**config.mk**
```make
export PLATFORM = sky130hd
export DESIGN_NAME = fpuAddUnit
export DESIGN_NICKNAME = d
export VERILOG_FILES = /design/src/common/fpuPkg.sv /design/src/design/fpuAddUnit.sv /design/src/design/fpuResultQueue.sv /design/src/design/fpuCsr.sv /design/src/fpuAdd/fpuAddNorm.sv /design/src/fpuAdd/fpuAddAlign.sv
export SDC_FILE = /design/constraint.sdc
export NUM_CORES = 2
export LEC_CHECK = 0
export BUFFER_PORTS_ARGS = -buffer_cell sky130_fd_sc_hd__buf_4
export CORE_MARGIN = 3
export CORE_UTILIZATION = 66
export CTS_BUF_LIST = sky130_fd_sc_hd__clkbuf_16
export CTS_CLUSTER_SIZE = 24
export DETAILED_ROUTE_END_ITERATION = 16
export PLACE_DENSITY_LB_ADDON = 0.15
export SYNTH_ARGS = -nofsm -noshare
export SYNTH_HDL_FRONTEND = slang
export SYNTH_SLANG_ARGS = --single-unit
```
**constraint.sdc**
```tcl
create_clock -name clock -period 7.5 [get_ports clock]
set_clock_uncertainty 0.15 [all_clocks]
set_input_delay 0.75 -clock clock [delete_from_list [all_inputs] [get_ports clock]]
set_output_delay 0.75 -clock clock [all_outputs]
set_load 0.03 [all_outputs]
```
**src/common/fpuPkg.sv**
```systemverilog
// ------------------------------
// fpuPkg
// shared types for the FP add unit,
// opcodes, pipeline payloads, CSR map
// ------------------------------

package fpuPkg;

	// opcode encoding follows the execute stage
	typedef enum logic [1:0]
	{
		opNone = 2'd0,
		opAdd = 2'd1,
		opSub = 2'd2,
		opIntToFloat = 2'd3
	} fpuOpE;

	// issued request, rn is also the integer source
	typedef struct packed
	{
		fpuOpE op;
		logic [63:0] rn;
		logic [63:0] rm;
	} fpuReqS;

	// align half to norm half
	typedef struct packed
	{
		logic valid;
		logic sign;
		logic [10:0] exponent;
		logic [63:0] fraction;
	} fpuMidS;

	// one queue entry
	typedef struct packed
	{
		logic [63:0] value;
		logic underflow;
		logic cancel;
	} fpuResS;

	// register port addresses
	typedef enum logic
	{
		csrControl = 1'b0,
		csrStatus = 1'b1
	} csrAddrE;

	// bit positions in csrStatus
	localparam int StatusUnderflowBit = 0;
	localparam int StatusCancelBit = 1;

	// default result queue depth, also the issuer's credit count
	localparam int QueueDepthDefault = 4;

endpackage
```
**src/design/fpuAddUnit.sv**
```systemverilog
// ------------------------------
// fpuAddUnit
// FP add pipeline with CSR block
// and credit-paced result queue
// ------------------------------

`timescale 1ns/10ps

module fpuAddUnit
#(
	parameter int QueueDepth = fpuPkg::QueueDepthDefault
)
(
	input logic clock,
	input logic rstN,
	input logic reqValid,
	input fpuPkg::fpuReqS req,
	input logic resultTake,
	input logic csrWrite,
	input fpuPkg::csrAddrE csrAddr,
	input logic [31:0] csrWData,
	output logic resultValid,
	output fpuPkg::fpuResS result,
	output logic creditReturn,
	output logic [31:0] csrRData
);

	fpuPkg::fpuMidS mid;
	fpuPkg::fpuResS res;
	logic resValid;
	logic roundEnable;

	fpuAddAlign align0
	(
		.clock(clock),
		.rstN(rstN),
		.reqValid(reqValid),
		.req(req),
		.mid(mid)
	);

	fpuAddNorm norm0
	(
		.clock(clock),
		.rstN(rstN),
		.mid(mid),
		.roundEnable(roundEnable),
		.resValid(resValid),
		.res(res)
	);

	fpuCsr csr0
	(
		.clock(clock),
		.rstN(rstN),
		.csrWrite(csrWrite),
		.csrAddr(csrAddr),
		.csrWData(csrWData),
		.resValid(resValid),
		.res(res),
		.csrRData(csrRData),
		.roundEnable(roundEnable)
	);

	fpuResultQueue #(.QueueDepth(QueueDepth)) queue0
	(
		.clock(clock),
		.rstN(rstN),
		.writeValid(resValid),
		.writeData(res),
		.resultTake(resultTake),
		.resultValid(resultValid),
		.result(result),
		.creditReturn(creditReturn)
	);

endmodule

```
**src/design/fpuResultQueue.sv**
```systemverilog
// ------------------------------
// fpuResultQueue
// result FIFO, one credit back per pop
// ------------------------------

`timescale 1ns/10ps

module fpuResultQueue
#(
	parameter int QueueDepth = fpuPkg::QueueDepthDefault
)
(
	input logic clock,
	input logic rstN,
	input logic writeValid,
	input fpuPkg::fpuResS writeData,
	input logic resultTake,
	output logic resultValid,
	output fpuPkg::fpuResS result,
	output logic creditReturn
);

	localparam int PtrW = $clog2(QueueDepth);

	fpuPkg::fpuResS mem [QueueDepth];
	logic [PtrW-1:0] readPtr;
	logic [PtrW-1:0] writePtr;
	logic [PtrW:0] count;
	logic pop;

	assign resultValid = (count != '0);
	assign result = mem[readPtr];
	assign pop = resultTake && resultValid;

	always_ff @(posedge clock)
	begin
		if (writeValid)
			mem[writePtr] <= writeData;
	end

	// pointers wrap on their own since the depth is a power of two
	always_ff @(posedge clock or negedge rstN)
	begin
		if (!rstN)
		begin
			readPtr <= '0;
			writePtr <= '0;
			count <= '0;
			creditReturn <= 1'b0;
		end
		else
		begin
			if (writeValid)
				writePtr <= writePtr + 1'b1;
			if (pop)
				readPtr <= readPtr + 1'b1;
			count <= count + (PtrW + 1)'(writeValid) - (PtrW + 1)'(pop);
			creditReturn <= pop;
		end
	end

	// the issuer sent without a credit
	assert property (@(posedge clock) disable iff (!rstN)
		writeValid |-> (count < QueueDepth))
		else $error("fpuResultQueue: write into a full queue");

	assert property (@(posedge clock) disable iff (!rstN)
		resultTake |-> resultValid)
		else $error("fpuResultQueue: take while the queue is empty");

endmodule

```
**src/design/fpuCsr.sv**
```systemverilog
// ------------------------------
// fpuCsr
// round enable and sticky status flags
// ------------------------------

`timescale 1ns/10ps

module fpuCsr
(
	input logic clock,
	input logic rstN,
	input logic csrWrite,
	input fpuPkg::csrAddrE csrAddr,
	input logic [31:0] csrWData,
	input logic resValid,
	input fpuPkg::fpuResS res,
	output logic [31:0] csrRData,
	output logic roundEnable
);

	logic underflowFlag;
	logic cancelFlag;
	logic [1:0] clearMask;
	logic [1:0] setMask;

	// write-one-to-clear on the status word
	assign clearMask = (csrWrite && (csrAddr == fpuPkg::csrStatus)) ? csrWData[1:0] : 2'b00;
	assign setMask = resValid ? {res.cancel, res.underflow} : 2'b00;

	always_ff @(posedge clock or negedge rstN)
	begin
		if (!rstN)
		begin
			roundEnable <= 1'b1;
			underflowFlag <= 1'b0;
			cancelFlag <= 1'b0;
		end
		else
		begin
			if (csrWrite && (csrAddr == fpuPkg::csrControl))
				roundEnable <= csrWData[0];
			// a new flag beats a clear in the same cycle
			underflowFlag <= (underflowFlag & ~clearMask[fpuPkg::StatusUnderflowBit]) |
				setMask[fpuPkg::StatusUnderflowBit];
			cancelFlag <= (cancelFlag & ~clearMask[fpuPkg::StatusCancelBit]) |
				setMask[fpuPkg::StatusCancelBit];
		end
	end

	always_comb
	begin
		csrRData = 32'd0;
		if (csrAddr == fpuPkg::csrControl)
			csrRData[0] = roundEnable;
		else
		begin
			csrRData[fpuPkg::StatusUnderflowBit] = underflowFlag;
			csrRData[fpuPkg::StatusCancelBit] = cancelFlag;
		end
	end

endmodule

```
**src/fpuAdd/fpuAddNorm.sv**
```systemverilog
// ------------------------------
// fpuAddNorm
// normalize, round, flush and pack
// the double result
// ------------------------------

`timescale 1ns/10ps

module fpuAddNorm
(
	input logic clock,
	input logic rstN,
	input fpuPkg::fpuMidS mid,
	input logic roundEnable,
	output logic resValid,
	output fpuPkg::fpuResS res
);

	logic hit;
	logic [5:0] coarseShift;
	logic coarseSign;
	logic coarseCancel;
	logic [11:0] coarseExp;
	logic [63:0] coarseFrac;

	logic s3Valid;
	logic s3Sign;
	logic s3Cancel;
	logic [11:0] s3Exp;
	logic [63:0] s3Frac;

	logic [3:0] fineShift;
	logic [11:0] fineExp;
	logic [63:0] fineFrac;
	fpuPkg::fpuResS nextRes;

	// stage 3, coarse normalization in byte steps
	always_comb
	begin
		coarseShift = 6'd0;
		// lowest window wins last, so scan from the bottom up
		for (int k = 7; k >= 0; k--)
		begin
			if (k == 7)
				hit = (mid.fraction != 64'd0);
			else
				hit = ((mid.fraction >> (54 - 8 * k)) != 64'd0);
			if (hit)
				coarseShift = 6'(8 * k);
		end

		coarseSign = mid.sign;
		coarseCancel = 1'b0;
		if (mid.fraction[63])
		begin
			// carry out of the add
			coarseExp = {1'b0, mid.exponent} + 12'd1;
			coarseFrac = mid.fraction >> 1;
		end
		else if (mid.fraction == 64'd0)
		begin
			coarseSign = 1'b0;
			coarseCancel = 1'b1;
			coarseExp = 12'd0;
			coarseFrac = 64'd0;
		end
		else
		begin
			coarseExp = {1'b0, mid.exponent} - {6'd0, coarseShift};
			coarseFrac = mid.fraction << coarseShift;
		end
	end

	always_ff @(posedge clock or negedge rstN)
	begin
		if (!rstN)
			s3Valid <= 1'b0;
		else
			s3Valid <= mid.valid;
	end

	always_ff @(posedge clock)
	begin
		s3Sign <= coarseSign;
		s3Cancel <= coarseCancel;
		s3Exp <= coarseExp;
		s3Frac <= coarseFrac;
	end

	// stage 4, put the leading one on bit 62
	always_comb
	begin
		fineShift = 4'd8;
		for (int i = 0; i < 8; i++)
		begin
			if (s3Frac[55 + i])
				fineShift = 4'(7 - i);
		end
		fineFrac = s3Frac << fineShift;
		fineExp = s3Exp - {8'd0, fineShift};

		nextRes.underflow = 1'b0;
		nextRes.cancel = s3Cancel;
		if (s3Cancel)
			nextRes.value = 64'd0;
		else if (fineExp[11])
		begin
			// exponent went negative, flush to +0
			nextRes.value = 64'd0;
			nextRes.underflow = 1'b1;
		end
		else
		begin
			// round half up on the first dropped bit
			nextRes.value = {s3Sign, fineExp[10:0], fineFrac[61:10]} +
				{63'd0, roundEnable & fineFrac[9]};
		end
	end

	always_ff @(posedge clock or negedge rstN)
	begin
		if (!rstN)
			resValid <= 1'b0;
		else
			resValid <= s3Valid;
	end

	always_ff @(posedge clock)
	begin
		res <= nextRes;
	end

	// overflow is not handled, so an all-ones exponent means bad operands
	assert property (@(posedge clock) disable iff (!rstN)
		resValid |-> (res.value[62:52] != 11'h7ff))
		else $error("fpuAddNorm: result exponent is all ones");

endmodule

```
**src/fpuAdd/fpuAddAlign.sv**
```systemverilog
// ------------------------------
// fpuAddAlign
// unpack, swap and align operands,
// then add/sub fractions or load integer
// ------------------------------

`timescale 1ns/10ps

module fpuAddAlign
(
	input logic clock,
	input logic rstN,
	input logic reqValid,
	input fpuPkg::fpuReqS req,
	output fpuPkg::fpuMidS mid
);

	logic sgnA;
	logic sgnB;
	logic [10:0] expA;
	logic [10:0] expB;
	logic [63:0] fraA;
	logic [63:0] fraB;
	logic [11:0] diffAB;
	logic [11:0] diffBA;
	logic [63:0] fraAShifted;
	logic [63:0] fraBShifted;

	logic s1Valid;
	fpuPkg::fpuOpE s1Op;
	logic s1SgnA;
	logic s1SgnB;
	logic [10:0] s1Exp;
	logic [63:0] s1FraA;
	logic [63:0] s1FraB;
	logic [63:0] s1Int;

	logic sumSign;
	logic [10:0] sumExp;
	logic [63:0] sumFrac;

	logic midValid;
	logic midSign;
	logic [10:0] midExp;
	logic [63:0] midFrac;

	// stage 1, unpack with hidden bit and 10 guard bits
	always_comb
	begin
		sgnA = req.rn[63];
		sgnB = req.rm[63] ^ (req.op == fpuPkg::opSub);
		expA = req.rn[62:52];
		expB = req.rm[62:52];
		fraA = {1'b0, (expA != 11'd0), req.rn[51:0], 10'h0};
		fraB = {1'b0, (expB != 11'd0), req.rm[51:0], 10'h0};
		diffAB = {1'b0, expA} - {1'b0, expB};
		diffBA = {1'b0, expB} - {1'b0, expA};
		// gaps beyond the fraction width shift out to zero
		fraAShifted = (diffBA <= 12'd52) ? (fraA >> diffBA[5:0]) : 64'd0;
		fraBShifted = (diffAB <= 12'd52) ? (fraB >> diffAB[5:0]) : 64'd0;
	end

	// opNone issues are dropped here
	always_ff @(posedge clock or negedge rstN)
	begin
		if (!rstN)
			s1Valid <= 1'b0;
		else
			s1Valid <= reqValid && (req.op != fpuPkg::opNone);
	end

	// larger exponent always leads
	always_ff @(posedge clock)
	begin
		s1Op <= req.op;
		s1Int <= req.rn;
		if (expA >= expB)
		begin
			s1SgnA <= sgnA;
			s1SgnB <= sgnB;
			s1Exp <= expA;
			s1FraA <= fraA;
			s1FraB <= fraBShifted;
		end
		else
		begin
			s1SgnA <= sgnB;
			s1SgnB <= sgnA;
			s1Exp <= expB;
			s1FraA <= fraB;
			s1FraB <= fraAShifted;
		end
	end

	// stage 2
	always_comb
	begin
		if (s1Op == fpuPkg::opIntToFloat)
		begin
			// integer sits with its LSB at 2^0, so bit 62 weighs 2^(1085-1023)
			sumSign = s1Int[63];
			sumExp = 11'd1085;
			sumFrac = s1Int[63] ? -s1Int : s1Int;
		end
		else
		begin
			sumSign = s1SgnA;
			sumExp = s1Exp;
			sumFrac = (s1SgnA == s1SgnB) ? (s1FraA + s1FraB) : (s1FraA - s1FraB);
		end
	end

	always_ff @(posedge clock or negedge rstN)
	begin
		if (!rstN)
			midValid <= 1'b0;
		else
			midValid <= s1Valid;
	end

	always_ff @(posedge clock)
	begin
		midSign <= sumSign;
		midExp <= sumExp;
		midFrac <= sumFrac;
	end

	assign mid = '{valid: midValid, sign: midSign, exponent: midExp, fraction: midFrac};

endmodule

```
==> impl_metrics.toml <==
[status]
status = "finished, violations left"
violations = "max-capacitance violations"

[clock_tree]
htreeDepth = 3
cts_buffers = 71
cts_tree = "yes"
path_clk_slew_ps = 60
max-clock-path-buffers = 3
clk_latency_ps = 630
holdBufCountCts = 1
cts_resized = 0
post-cts-setup-buffer-count = 0
cts.sinks = 693
cts-root-buf = "clkbuf_16"

[sta]
slew_headroom_pct = 0.8938
finalSetupViolCount = 0
max_freq_ghz = 0.1555
hold_viol = 0
period_minus_slack_ps = 6430
rsz0062_at_grt = "false"
fin_tns_setup_ps = 0
timing.final.crit_share_pct = 85.73
whs_ps = 90.60
worst_pin_slew_ps = 1475
slew_violations = 0

[grt]
grt-ovfl-total = 0
track_usage_pct = 43.00
grt_max_degree = 102
first_global_vias = 35890
grt_pass1_wl_mm = 219.2
antenna_found_initial = 11

[routing]
drtPass1Iterations = 11
wl_per_cell_um = 26.81
num_vias = 37760
drt_iter0_drc = 5073
ant_nets = 0
routed_wl_mm = 146.5
drc = 0
vias_per_cell = 6.910

[power_and_ir_drop]
power_density_nw_per_um2 = 400.6
p_leak_nw = 18.86
max-vdd-ir-drop_mv = 0.3049

[synthesis]
syn_inst = 4489
ys_async_sr_fraction_pct = 2.165
ys_seq_elements = 693
ys_types = 102
synthTopCellsByCount = "nand2_1, dfxtp_1, mux2i_1"
syn_area_sq_um = 41810
synth_ff_type = "dfxtp_1"
synth.most_common_cell = "nand2_1"
ys.warnings.count = 0
yosysTopAreaCellShare_pct = 19.82
ys_top_cells_by_area = "dfxtp_1, edfxtp_1, mux2i_1"
synth-seq-area-share_pct = 39.69
syn_avg_cell_area_sq_um = 9.314
synth_top_area_cell = "dfxtp_1"
synth_enable_flop_cells = 264

[setup_path]
path_max_fanout = 64
rrSetupSlack_ps = 1070
cp.required_ps = 7810
worst_path_max_delay_cell = "nand2_1"
endpoint_kind = "flop"
r2r_start = "norm0.s3Frac[62]"
crit_path_start_kind = "flop"
r2r_end = "norm0.res[47]"
rr_worst_depth = 13
criticalPathCategory = "reg -> reg"
critPathArrivalTime_ps = 6740
cpPeakStageDelay_ps = 800
worstPathCellList = "nor3_1 > o21a_1 > buf_4 > nor2_8 > inv_8 > mux2i_1 > mux2_2 > o221ai_1 > o21ai_0 > nor3b_1 > nand2_1 > or4_1 > a21oi_1"

[die]
die-width_um = 257.7
start_util_pct = 67.25
dieArea_sq_um = 66400
coreArea_sq_um = 62170
num_io_pins = 268
row_count = 91
fp.dieH_um = 257.7

[placement]
io_buffer_count = 207
routabilityCongestion = 1.008
hpwl_mm = 103.0
place_area_sq_um = 43930

[finish]
nets = 4828
fillerInstances = 4440
fin_area_sq_um = 46230
drive_above_1_share_pct = 14.35
syn2layout_area_growth_pct = 10.58

[worst_hold_path]
holdCritPathClass = "in -> reg"
whs_endpoint = "align0.s1Int[63]"
whs_path_depth = 1
hold_path.startpoint = "req[127]"

[job]
max_cap_violations = 1
cell usage in the layout, fill, tap and decap left out, types with 93 or more instances in the layout:
cell type / n
nand2_1: 582
dfxtp_1: 412
mux2i_1: 374
o21ai_0: 323
nor2_1: 290
a21oi_1: 280
buf_4: 277
edfxtp_1: 264
xnor2_1: 127
nand3_1: 100
inv_1: 95
ha_1: 93
power breakdown:
group	internal [mW]	total, mW	switching [mW]
sequential	5.06	6.01	0.949
clock	1.91	3.46	1.55
combinational	3.34	9.05	5.71
total	10.3	18.5	8.21
how the worst max path moves through the flow:
stage	startpoint	endpoint	slack, ps	cells past startpoint
detailed placement	align0.s1FraB[2]	align0.midFrac[60]	1480	21
finish	norm0.s3Frac[62]	norm0.res[47]	1070	13
floorplan	align0.s1FraB[14]	align0.midFrac[61]	2370	20
CTS	align0.s1FraB[2]	align0.midFrac[60]	1390	21
global placement	align0.s1FraB[4]	align0.midFrac[62]	1630	21
global route	align0.s1FraB[2]	align0.midFrac[60]	840	21
layer usage:
metal	global-route usage, %	routed length [um]
met1	51.47	52350
met2	70.82	68560
met3	7.669	13050
met4	29.56	12530
met5	0	16
worst max-delay path: cells and delay by family, from the launching register on:
family                 cells  cell delay, ps
DFF                        1             740
muxes                      2             590
and+or+nand+nor            5            2850
buffers and inverters      2             510
AOI/OAI and AO/OA          4            1400
cell type report:
cell class	instances	area, sq um	area share (%)
Tap cell	837	1047	2.265
Inverter	87	334.1	0.7226
Timing Repair Buffer	278	2090	4.520
Clock buffer	72	1802	3.897
Multi-Input combinational cell	3429	23870	51.64
Clock inverter	60	462.9	1.001
Sequential cell	693	16600	35.91
Antenna cell	9	22.52	0.04871
kinds of logic (layout without fill, tap and decap cells):
kind of cell	Yosys count	in the layout	share of synthesized area (%)
XOR/XNOR	233	233	4.881
multiplexers	540	540	15.58
buffers and inverters	396	497	4.124
adder cells (fa/ha/maj)	100	100	3.100
other	1	39	0.008969
flip-flops	693	693	39.69
AO/OA/AOI/OAI	1105	1105	16.67
AND/OR/NAND/NOR	1421	1421	15.95
state kept, by name, indices dropped and copies added (netlist names), 3 cells and up:
signal,flops
queue0.mem,264
norm0.res,66
align0.midFrac,64
align0.s1Int,64
align0.s1FraB,63
norm0.s3Frac,63
align0.s1FraA,53
norm0.s3Exp,12
align0.midExp,11
align0.s1Exp,11
queue0.count,3
metrics by stage:
step	setup slack (ps)	instances	total power, mW	util (%)
floorplan	2367	4518	11.82	-
detailed placement	1476	5323	14.43	70.67
global route	841.7	5463	19.24	74.36
CTS	1386	5456	18.11	74.33
global placement	1629	5323	14.17	70.67
finish	1070	5465	18.52	74.37
No activity file was read; power rests on OpenSTA's default activity.
